--- config.mk ---
export PLATFORM = sky130hd
export DESIGN_NAME = execute
export DESIGN_NICKNAME = d
export VERILOG_FILES = /design/src/common/exec_pkg.sv /design/src/hw/alu.sv /design/src/hw/branch_unit.sv /design/src/hw/execute.sv /design/src/muldiv/div_multicycle.sv /design/src/muldiv/mul_multicycle.sv
export VERILOG_INCLUDE_DIRS = /design/src /design/src/common
export SDC_FILE = /design/constraint.sdc
export NUM_CORES = 2
export LEC_CHECK = 0
export ABC_AREA = 0
export BUFFER_PORTS_ARGS = -buffer_cell sky130_fd_sc_hd__buf_2
export CORE_MARGIN = 2
export CORE_UTILIZATION = 40
export CTS_CLUSTER_DIAMETER = 100
export DETAILED_ROUTE_END_ITERATION = 16
export GPL_ROUTABILITY_DRIVEN = 0
export HOLD_SLACK_MARGIN = 0.06
export PLACE_DENSITY_LB_ADDON = 0.08
export SLEW_MARGIN = 20
export SYNTH_ARGS = -nofsm -noshare
export SYNTH_HDL_FRONTEND = slang
export SYNTH_HIERARCHICAL = 1
export SYNTH_SLANG_ARGS = --single-unit
--- constraint.sdc ---
create_clock -name clk -period 37 [get_ports clk]
set_input_delay 9.25 -clock clk [delete_from_list [all_inputs] [get_ports clk]]
set_output_delay 9.25 -clock clk [all_outputs]
set_load 0.005 [all_outputs]
--- src/common/exec_config.svh ---
`ifndef EXEC_CONFIG_SVH
`define EXEC_CONFIG_SVH

// register stages from multiplier inputs to done, 1 or more
`define MUL_STAGES 3

// issue width, lane 1 holds the older instruction
`define EXEC_LANES 2

`endif

--- src/common/exec_pkg.sv ---
package exec_pkg;

    // datapath widths
    typedef logic [31:0] word_t;
    typedef logic [63:0] dword_t;
    typedef logic [15:0] imm_t;

    // raw instruction word, shamt / offset / jump index are sliced from it
    typedef logic [31:0] instr_t;

    typedef enum logic [4:0] {
        NOP,
        ADD,
        ADDU,
        SUB,
        SUBU,
        AND,
        OR,
        XOR,
        NOR,
        SLT,
        SLTU,
        SLL,
        SRL,
        SRA,
        LUI,
        // handled by the shared multicycle units
        MULT,
        MULTU,
        DIV,
        DIVU
    } alu_op_t;

    // second alu operand source
    typedef enum logic {
        SRC_REG,
        SRC_IMM
    } src_b_t;

    // branch conditions, evaluated on lane 1 only
    typedef enum logic [2:0] {
        BEQ,
        BNE,
        BLEZ,
        BGTZ,
        BLTZ,
        BGEZ
    } branch_t;

endpackage

--- src/hw/alu.sv ---
`timescale 1ns/1ps

module alu (
    input  exec_pkg::word_t   a_i,
    input  exec_pkg::word_t   b_i,
    input  exec_pkg::alu_op_t op_i,
    output exec_pkg::word_t   result_o,
    output logic              overflow_o
);
    import exec_pkg::*;

    word_t      sum;
    word_t      diff;
    logic [4:0] sh;

    assign sum  = a_i + b_i;
    assign diff = a_i - b_i;
    // shift amount is either shamt or rs, low five bits
    assign sh   = a_i[4:0];

    always_comb begin
        result_o   = '0;
        overflow_o = 1'b0;
        unique case (op_i)
            ADD: begin
                result_o   = sum;
                // same operand signs, result sign flipped
                overflow_o = (a_i[31] == b_i[31]) && (sum[31] != a_i[31]);
            end
            ADDU: result_o = sum;
            SUB: begin
                result_o   = diff;
                overflow_o = (a_i[31] != b_i[31]) && (diff[31] != a_i[31]);
            end
            SUBU: result_o = diff;
            AND:  result_o = a_i & b_i;
            OR:   result_o = a_i | b_i;
            XOR:  result_o = a_i ^ b_i;
            NOR:  result_o = ~(a_i | b_i);
            SLT:  result_o = {31'b0, $signed(a_i) < $signed(b_i)};
            SLTU: result_o = {31'b0, a_i < b_i};
            // shifts operate on rt, the b operand
            SLL:  result_o = b_i << sh;
            SRL:  result_o = b_i >> sh;
            SRA:  result_o = word_t'($signed(b_i) >>> sh);
            LUI:  result_o = {b_i[15:0], 16'b0};
            // nop and mul/div produce nothing here
            default: result_o = '0;
        endcase
    end

endmodule

--- src/hw/branch_unit.sv ---
`timescale 1ns/1ps

module branch_unit (
    input  exec_pkg::word_t   rs_i,
    input  exec_pkg::word_t   rt_i,
    input  exec_pkg::word_t   pc_i,
    input  exec_pkg::instr_t  instr_i,
    input  exec_pkg::branch_t branch_type_i,
    input  logic              is_branch_i,
    input  logic              is_jump_i,
    input  logic              is_jr_i,
    output exec_pkg::word_t   target_o,
    output logic              taken_o
);
    import exec_pkg::*;

    word_t slot_pc;
    word_t offset;
    logic  cond;

    // pc of the delay slot
    assign slot_pc = pc_i + 32'd4;
    assign offset  = {{14{instr_i[15]}}, instr_i[15:0], 2'b00};

    always_comb begin
        unique case (branch_type_i)
            BEQ:     cond = (rs_i == rt_i);
            BNE:     cond = (rs_i != rt_i);
            BLEZ:    cond = rs_i[31] || (rs_i == '0);
            BGTZ:    cond = !rs_i[31] && (rs_i != '0);
            BLTZ:    cond = rs_i[31];
            BGEZ:    cond = !rs_i[31];
            default: cond = 1'b0;
        endcase
    end

    always_comb begin
        target_o = '0;
        if (is_branch_i) begin
            target_o = slot_pc + offset;
        end else if (is_jr_i) begin
            target_o = rs_i;
        end else if (is_jump_i) begin
            // region of the slot, index from the instruction
            target_o = {slot_pc[31:28], instr_i[25:0], 2'b00};
        end
    end

    // jr redirects via target only, no taken flag
    assign taken_o = is_jump_i || (is_branch_i && cond);

endmodule

--- src/hw/execute.sv ---
`timescale 1ns/1ps
`include "exec_config.svh"

module execute (
    input  logic                                    clk,
    input  logic                                    reset_i,
    input  logic             [`EXEC_LANES-1:0]      valid_i,
    input  exec_pkg::alu_op_t [`EXEC_LANES-1:0]     op_i,
    input  exec_pkg::word_t  [`EXEC_LANES-1:0]      rs_i,
    input  exec_pkg::word_t  [`EXEC_LANES-1:0]      rt_i,
    input  exec_pkg::imm_t   [`EXEC_LANES-1:0]      imm_i,
    input  exec_pkg::instr_t [`EXEC_LANES-1:0]      instr_i,
    input  exec_pkg::word_t  [`EXEC_LANES-1:0]      pc_i,
    input  exec_pkg::src_b_t [`EXEC_LANES-1:0]      src_b_i,
    input  logic             [`EXEC_LANES-1:0]      zero_ext_i,
    input  logic             [`EXEC_LANES-1:0]      shamt_sel_i,
    input  logic                                    is_branch_i,
    input  exec_pkg::branch_t                       branch_type_i,
    input  logic                                    is_jump_i,
    input  logic                                    is_jr_i,
    input  logic                                    is_link_i,
    output logic             [`EXEC_LANES-1:0]      valid_o,
    output exec_pkg::word_t  [`EXEC_LANES-1:0]      alu_out_o,
    output logic             [`EXEC_LANES-1:0]      overflow_o,
    output exec_pkg::word_t                         target_o,
    output logic                                    branch_taken_o,
    output exec_pkg::dword_t [`EXEC_LANES-1:0]      hilo_o,
    output logic                                    stall_o
);
    import exec_pkg::*;

    function automatic logic is_mul(alu_op_t op);
        return (op == MULT) || (op == MULTU);
    endfunction

    function automatic logic is_div(alu_op_t op);
        return (op == DIV) || (op == DIVU);
    endfunction

    word_t [`EXEC_LANES-1:0] op_a;
    word_t [`EXEC_LANES-1:0] op_b;
    word_t [`EXEC_LANES-1:0] ext_imm;
    word_t [`EXEC_LANES-1:0] alu_res;
    logic  [`EXEC_LANES-1:0] alu_ovf;
    logic  [`EXEC_LANES-1:0] lane_ovf;

    logic    md_lane;
    alu_op_t md_op;
    word_t   md_a;
    word_t   md_b;
    logic    neg_a;
    logic    neg_b;
    word_t   mag_a;
    word_t   mag_b;
    logic    mul_start;
    logic    mul_done;
    logic    div_start;
    logic    div_done;
    dword_t  mul_res;
    dword_t  div_res;
    dword_t  mul_fixed;
    dword_t  div_fixed;
    dword_t  md_hilo;

    for (genvar l = 0; l < `EXEC_LANES; l++) begin : g_lane
        assign ext_imm[l] = zero_ext_i[l] ? {16'b0, imm_i[l]} : {{16{imm_i[l][15]}}, imm_i[l]};
        // shamt field bits 10..6 replaces rs for immediate shifts
        assign op_a[l]    = shamt_sel_i[l] ? {27'b0, instr_i[l][10:6]} : rs_i[l];

        always_comb begin
            unique case (src_b_i[l])
                SRC_IMM: op_b[l] = ext_imm[l];
                default: op_b[l] = rt_i[l];
            endcase
        end

        alu i_alu (
            .a_i       (op_a[l]),
            .b_i       (op_b[l]),
            .op_i      (op_i[l]),
            .result_o  (alu_res[l]),
            .overflow_o(alu_ovf[l])
        );

        assign lane_ovf[l] = valid_i[l] && alu_ovf[l];
    end

    // lane 1 is older, its overflow kills the slot instruction
    assign valid_o[1]    = valid_i[1];
    assign valid_o[0]    = valid_i[0] && !lane_ovf[1];
    assign overflow_o[1] = lane_ovf[1];
    assign overflow_o[0] = lane_ovf[0] && !lane_ovf[1];

    assign alu_out_o[1] = is_link_i ? pc_i[1] + 32'd8 : alu_res[1];
    assign alu_out_o[0] = alu_res[0];

    branch_unit i_branch_unit (
        .rs_i         (rs_i[1]),
        .rt_i         (rt_i[1]),
        .pc_i         (pc_i[1]),
        .instr_i      (instr_i[1]),
        .branch_type_i(branch_type_i),
        .is_branch_i  (is_branch_i),
        .is_jump_i    (is_jump_i),
        .is_jr_i      (is_jr_i),
        .target_o     (target_o),
        .taken_o      (branch_taken_o)
    );

    // lane 1 wins the shared mul/div units
    assign md_lane = is_mul(op_i[1]) || is_div(op_i[1]);
    assign md_op   = op_i[md_lane];
    assign md_a    = rs_i[md_lane];
    assign md_b    = rt_i[md_lane];

    // signed ops run on magnitudes
    assign neg_a = (md_op == MULT || md_op == DIV) && md_a[31];
    assign neg_b = (md_op == MULT || md_op == DIV) && md_b[31];
    assign mag_a = neg_a ? -md_a : md_a;
    assign mag_b = neg_b ? -md_b : md_b;

    assign mul_start = is_mul(md_op);
    assign div_start = is_div(md_op);

    mul_multicycle i_mul (
        .clk     (clk),
        .reset_i (reset_i),
        .start_i (mul_start),
        .a_i     (mag_a),
        .b_i     (mag_b),
        .done_o  (mul_done),
        .result_o(mul_res)
    );

    div_multicycle i_div (
        .clk     (clk),
        .reset_i (reset_i),
        .start_i (div_start),
        .a_i     (mag_a),
        .b_i     (mag_b),
        .done_o  (div_done),
        .result_o(div_res)
    );

    assign mul_fixed = (neg_a ^ neg_b) ? -mul_res : mul_res;
    // remainder follows the dividend sign, quotient the sign product
    assign div_fixed = {neg_a ? -div_res[63:32] : div_res[63:32],
                        (neg_a ^ neg_b) ? -div_res[31:0] : div_res[31:0]};

    always_comb begin
        md_hilo = '0;
        if (mul_start && mul_done) begin
            md_hilo = mul_fixed;
        end else if (div_start && div_done) begin
            md_hilo = div_fixed;
        end
    end

    always_comb begin
        hilo_o          = '0;
        hilo_o[md_lane] = md_hilo;
    end

    assign stall_o = (mul_start && !mul_done) || (div_start && !div_done);

endmodule

--- src/muldiv/div_multicycle.sv ---
`timescale 1ns/1ps

module div_multicycle (
    input  logic             clk,
    input  logic             reset_i,
    input  logic             start_i,
    input  exec_pkg::word_t  a_i,
    input  exec_pkg::word_t  b_i,
    output logic             done_o,
    output exec_pkg::dword_t result_o
);
    import exec_pkg::*;

    typedef enum logic {
        IDLE,
        RUN
    } div_state_t;

    div_state_t  state_q;
    logic [5:0]  count_q;
    word_t       rem_q;
    word_t       quo_q;
    word_t       dvs_q;
    logic [32:0] partial;
    logic [32:0] trial;

    // shift next dividend bit into the remainder and try a subtract
    assign partial = {rem_q, quo_q[31]};
    assign trial   = partial - {1'b0, dvs_q};

    // 32 steps done, result held for one cycle
    assign done_o   = (state_q == RUN) && (count_q == 6'd32);
    assign result_o = {rem_q, quo_q};

    always_ff @(posedge clk) begin
        if (reset_i) begin
            state_q <= IDLE;
            count_q <= '0;
        end else begin
            unique case (state_q)
                IDLE: begin
                    if (start_i) begin
                        state_q <= RUN;
                        count_q <= '0;
                    end
                end
                RUN: begin
                    if (done_o) begin
                        state_q <= IDLE;
                    end else begin
                        count_q <= count_q + 6'd1;
                    end
                end
            endcase
        end
    end

    always_ff @(posedge clk) begin
        if (state_q == IDLE && start_i) begin
            rem_q <= '0;
            quo_q <= a_i;
            dvs_q <= b_i;
        end else if (state_q == RUN && !done_o) begin
            // no borrow means the divisor fits, keep the difference
            if (!trial[32]) begin
                rem_q <= trial[31:0];
                quo_q <= {quo_q[30:0], 1'b1};
            end else begin
                rem_q <= partial[31:0];
                quo_q <= {quo_q[30:0], 1'b0};
            end
        end
    end

endmodule

--- src/muldiv/mul_multicycle.sv ---
`timescale 1ns/1ps
`include "exec_config.svh"

module mul_multicycle (
    input  logic             clk,
    input  logic             reset_i,
    input  logic             start_i,
    input  exec_pkg::word_t  a_i,
    input  exec_pkg::word_t  b_i,
    output logic             done_o,
    output exec_pkg::dword_t result_o
);
    import exec_pkg::*;

    localparam int STAGES = `MUL_STAGES;

    dword_t            prod_q [STAGES];
    logic [STAGES-1:0] vld_q;
    logic              busy_q;
    logic              launch;

    // only a fresh start from idle enters the pipe
    assign launch = start_i && !busy_q;

    always_ff @(posedge clk) begin
        if (reset_i) begin
            vld_q  <= '0;
            busy_q <= 1'b0;
        end else begin
            vld_q[0] <= launch;
            for (int k = 1; k < STAGES; k++) begin
                vld_q[k] <= vld_q[k-1];
            end
            if (launch) begin
                busy_q <= 1'b1;
            end else if (done_o) begin
                busy_q <= 1'b0;
            end
        end
    end

    // first stage captures the full product of the inputs
    always_ff @(posedge clk) begin
        prod_q[0] <= dword_t'(a_i) * dword_t'(b_i);
        for (int k = 1; k < STAGES; k++) begin
            prod_q[k] <= prod_q[k-1];
        end
    end

    assign done_o   = vld_q[STAGES-1];
    assign result_o = prod_q[STAGES-1];

endmodule

# After elaboration in Yosys (flattened, before gate mapping)
# Memory sizes are Yosys's and may differ from the RTL's.
# Index checks and enable logic that the tools add are counted.
# classes
n_mux,42
shifts,6
eq_ne,54
bitwise,11
reduce_logical,45
order_cmp,6
n_mul,1
addsub,14
# ops
op,n
32-bit case mux with 12 select lines,2
32-bit two-way mux,21
64-bit two-way mux,4
128-bit AND,1
32-bit < comparator,4
32-bit negator,4
32-bit adder,3
5-bit by 4-bit equality test with 1-bit output (second input constant),16
32-bit AND,2
64-bit demux with 1-bit select,1
32-bit by 32-bit multiplier with 64-bit output,1
64-bit negator,1
32-bit inverter,2
32-bit bitwise OR,2
32-bit by 5-bit << shifter with 32-bit output,2
32-bit by 5-bit >> shifter with 32-bit output,2
32-bit by 5-bit >>> shifter with 32-bit output,2
32-bit subtractor,2
32-bit XOR,2
5-bit by 3-bit equality test with 1-bit output (second input constant),8
33-bit by 32-bit subtractor with 33-bit output,1
32-bit by 3-bit adder with 32-bit output (second input constant),1
32-bit by 4-bit adder with 32-bit output (second input constant),1
32-bit equality test,1
31 further kinds,93
# word_totals
output_inout_bits,230
in_bits,315
elab_cells,187
memories,1
ramBits,192
regBits,107
# mem_list
memory,depth,width,read_ports,rd_clocked_by_memory_dff,write_ports,line,rtl
i_mul.prod_q,3,64,3,0,3,mul_multicycle.sv:17,dword_t prod_q [STAGES];

# Longest topological paths before layout
# depth
word_depth,13
ltp_mapped,46
depth_no_buf,39

# By module
# The synthesis kept the hierarchy.
# modules_own_cells
module,seq_area_each_um2,area_per_inst_um2,n_inst,cells_each
mul_multicycle,3923.8,37776.2,1,3965
alu,0.0,9018.6,2,1367
execute,0.0,9063.7,1,1417
div_multicycle,2702.6,5940.7,1,648
branch_unit,0.0,3119.2,1,449

# Worst setup path after synthesis
# Ideal clock, no wire load.
# synth_path
path_kind,input to output
start,input port shamt_sel_i[1]
end,output port alu_out_o[60] in the netlist's numbering
t_arrival_ns,13.512
required_time_ns,27.750
slack_ns,14.238
path_stages,18
path_buffers,4
cell_sequence,clkbuf_1 mux2_2 clkinv_1 buf_1 clkbuf_1 clkbuf_1 ha_1 nor2b_1 o211ai_1 a31oi_1 o211ai_1 a21oi_1 o41ai_2 o21ai_1 a2111oi_0 o32a_1 nor2_1 a21oi_1
# synth_lines
item,line,rtl
from (decl),execute.sv:16,"input logic [`EXEC_LANES-1:0] shamt_sel_i,"
to (decl),execute.sv:23,"output exec_pkg::word_t [`EXEC_LANES-1:0] alu_out_o,"

==> flow_metrics.py <==
metrics = {
    "final_layout": {
        "nNetsFinal": 10990,
        "finalCoreUtilization": 0.4345,
        "final_cells": 11760,
        "layout-drive-gt1-share": 0.1121,
        "area_growth_pct": 7.708,
    },
    "synth": {
        "synthFlopType": "dfxtp_1",
        "synth_cells": 9213,
        "syn_area_sq_um": 73940,
        "syn_area_per_cell_sq_um": 8.025,
        "synthArstFlopShare": 0,
        "yosysUniqueCellTypes": 124,
        "syn_nets": 10960,
        "ys_seq_elements": 299,
        "yosysSeqAreaShare": 0.08962,
        "yosysWarnings": 6,
        "synth-edff-count": 64,
    },
    "global_routing": {
        "antenna_found_initial": 45,
        "grt_remaining_overflow": 0,
        "grt_max_degree": 69,
        "grt_usage": 0.3224,
        "grt_pass1_wl_um": 455700,
        "grt_pass1_vias": 69110,
    },
    "timing": {
        "rsz0062_at_grt": "no",
        "worst_pin_slew_ns": 1.227,
        "hold_viol": 0,
        "finalClockSkew_ns": 0.03252,
        "relSlewSlack": 0.1716,
        "fmax_mhz": 40.60,
        "setup_tns_ns": 0,
        "min_period_ns": 24.63,
        "min_period_over_period": 0.6657,
        "drv_slew": 0,
        "finalSetupViolations": 0,
    },
    "critical_path": {
        "end_kind": "output pin",
        "worstPathMaxFanout": 61,
        "required_ns": 27.75,
        "rrSetupSlack_ns": 33.25,
        "timing.rr.start": "i_div/quo_q[31]",
        "arrival_ns": 15.38,
        "start_kind": "input pin",
        "crit_type": "input pin to output pin",
        "rr_endpoint": "i_div/rem_q[29]",
        "rr_worst_depth": 13,
    },
    "cts": {
        "cts_root_buf": "clkbuf_16",
        "cts_tree": "done",
        "clk_path_buf_depth": 3,
        "clock_sinks": 299,
        "cts_made_buffers": 35,
        "hold_buffers": 0,
        "clk_pin_slew_ns": 0.07,
        "post_cts_buffers": 0,
        "clk_latency_ns": 0.55,
        "ctsResizeCount": 0,
        "htreeDepth": 2,
    },
    "job": {
        "cap_violations": 0,
    },
    "floorplan": {
        "start_util": 0.4034,
        "row_count": 157,
        "die_area_sq_um": 188300,
        "die_w_um": 433.9,
        "pin_count": 545,
        "die_h_um": 433.9,
        "core_area_sq_um": 183300,
    },
    "route": {
        "wl_per_cell_um": 26.33,
        "vias_per_cell": 5.970,
        "drt_wl_total_um": 309600,
        "vias": 70200,
        "drc": 0,
        "firstDrtPassIters": 8,
        "ant_nets": 0,
        "drtIter0Drc": 7018,
    },
    "placed_design": {
        "place.detailed.instances": 11670,
        "numPortBuffers": 479,
        "dpl.hpwl_um": 238100,
    },
    "hold_path": {
        "hold_path_end": "i_mul/prod_q[0][148]",
        "worstHoldPathCells": 0,
        "hold_class": "flop to flop",
        "min_from": "i_mul/prod_q[0][84]",
    },
    "run_status": {
        "status": "finished, final reports clean",
    },
}
==> flip-flops by register name, summed over array words and instances (netlist names) <==
| signal | count |
|---|---|
| i_div/quo_q | 32 |
| i_div/state_q | 1 |
| i_div/rem_q | 32 |
| i_mul/busy_q | 1 |
| i_div/dvs_q | 32 |
| i_mul/prod_q | 192 |
| i_div/count_q | 6 |
| i_mul/vld_q | 3 |
==> cells in the final DEF, fill, tap and decap left out, types with 34 or more instances in the layout <==
master / instances
nand3_1: 136
a211oi_1: 97
o21bai_1: 57
buf_2: 479
xor2_1: 173
o21a_1: 36
mux4_2: 54
o211ai_1: 62
mux2i_1: 192
nand2_1: 961
inv_1: 1160
ha_1: 530
mux2_2: 75
and3_1: 43
nand4_1: 65
edfxtp_1: 64
xnor2_2: 34
a21oi_1: 495
nor2b_1: 92
dfxtp_1: 235
nor3_1: 153
a31oi_1: 72
o22ai_1: 108
or3_1: 52
nor2_1: 622
and2_1: 627
a221oi_1: 88
o21ai_1: 81
clkbuf_16: 36
buf_4: 157
o21ai_0: 305
xnor2_1: 147
fa_1: 902
a221o_1: 34
a21o_1: 90
nor4_1: 77
o31ai_1: 49
nand2b_1: 35
==> layout make-up <==
| cell class | instances | area, sq um |
|---|---|---|
| inverters | 1170 | 4392 |
| multi-input cells | 7097 | 60760 |
| well taps | 2464 | 3083 |
| flip-flops and latches | 299 | 6626 |
| clock inverters | 14 | 101.3 |
| repair buffers | 637 | 3591 |
| diodes | 29 | 72.57 |
| clock buffers | 48 | 1006 |
| fillers | 18750 | 103600 |
==> through the flow <==
stage	area [sq um]	hold WS (ns)	worst slack (ns)
after global routing	79600	0.3132	12.42
after detailed placement	78430	0.3121	12.71
after floorplan	73940	0.3096	14.24
final	79640	0.3084	12.37
after CTS	79540	0.3109	12.67
after global placement	78430	0.3104	12.68
==> synthesized netlist by cell type (88+ instances only) <==
master	number	share of area
inv_1	1161	0.059
nand2_1	964	0.049
fa_1	902	0.24
nor2_1	628	0.032
and2_1	627	0.053
ha_1	530	0.090
a21oi_1	503	0.034
clkbuf_1	457	0.023
o21ai_0	308	0.021
dfxtp_1	235	0.064
xor2_1	196	0.023
mux2i_1	194	0.026
xnor2_1	180	0.021
nor3_1	159	0.011
nand3_1	136	0.0092
o22ai_1	109	0.0092
a211oi_1	97	0.0098
nor2b_1	93	0.0079
a21o_1	90	0.0091
a221oi_1	88	0.010
==> critical path, stage by stage <==
cell,delay [ns]
buf_2,0.08
buf_4,0.40
mux2_2,0.40
buf_4,0.29
inv_2,0.09
buf_4,0.61
ha_1,0.36
nand2b_1,0.14
a221oi_1,0.12
a21oi_1,0.27
nand3_1,0.21
a211oi_1,0.60
nor3_1,0.25
o21ai_0,0.36
a21boi_0,0.32
o41ai_1,1.02
mux2_2,0.40
buf_2,0.13
==> metal layers <==
| metal | GRT usage | part of all wire | wire length (um) | up-vias |
|---|---|---|---|---|
| li1 | - | - | - | 31020 |
| met1 | 0.3974 | 0.38 | 118200 | 35060 |
| met2 | 0.5197 | 0.46 | 142300 | 3309 |
| met3 | 0.05960 | 0.085 | 26300 | 794 |
| met4 | 0.2026 | 0.073 | 22620 | 20 |
| met5 | 0 | 0.00039 | 122 | - |
==> worst max path at each step <==
stage                         end  slack [ns]            from
detailed placement  alu_out_o[32]       12.71  shamt_sel_i[1]
global route        alu_out_o[32]       12.42  shamt_sel_i[1]
floorplan           alu_out_o[60]       14.24  shamt_sel_i[1]
finish              alu_out_o[32]       12.37  shamt_sel_i[1]
global placement    alu_out_o[32]       12.68  shamt_sel_i[1]
CTS                 alu_out_o[32]       12.67  shamt_sel_i[1]
==> logic make-up after synthesis <==
kind of cell	share of synthesized area
compound gates	0.1751
fa+ha+maj	0.3339
buf+inv	0.09861
simple gates	0.2006
xor+xnor	0.04476
mux	0.05737
flops	0.08962
Power is left out: the tool's default activity adds up to more than one toggle a clock period on the data nets, which glitch-free logic cannot reach.
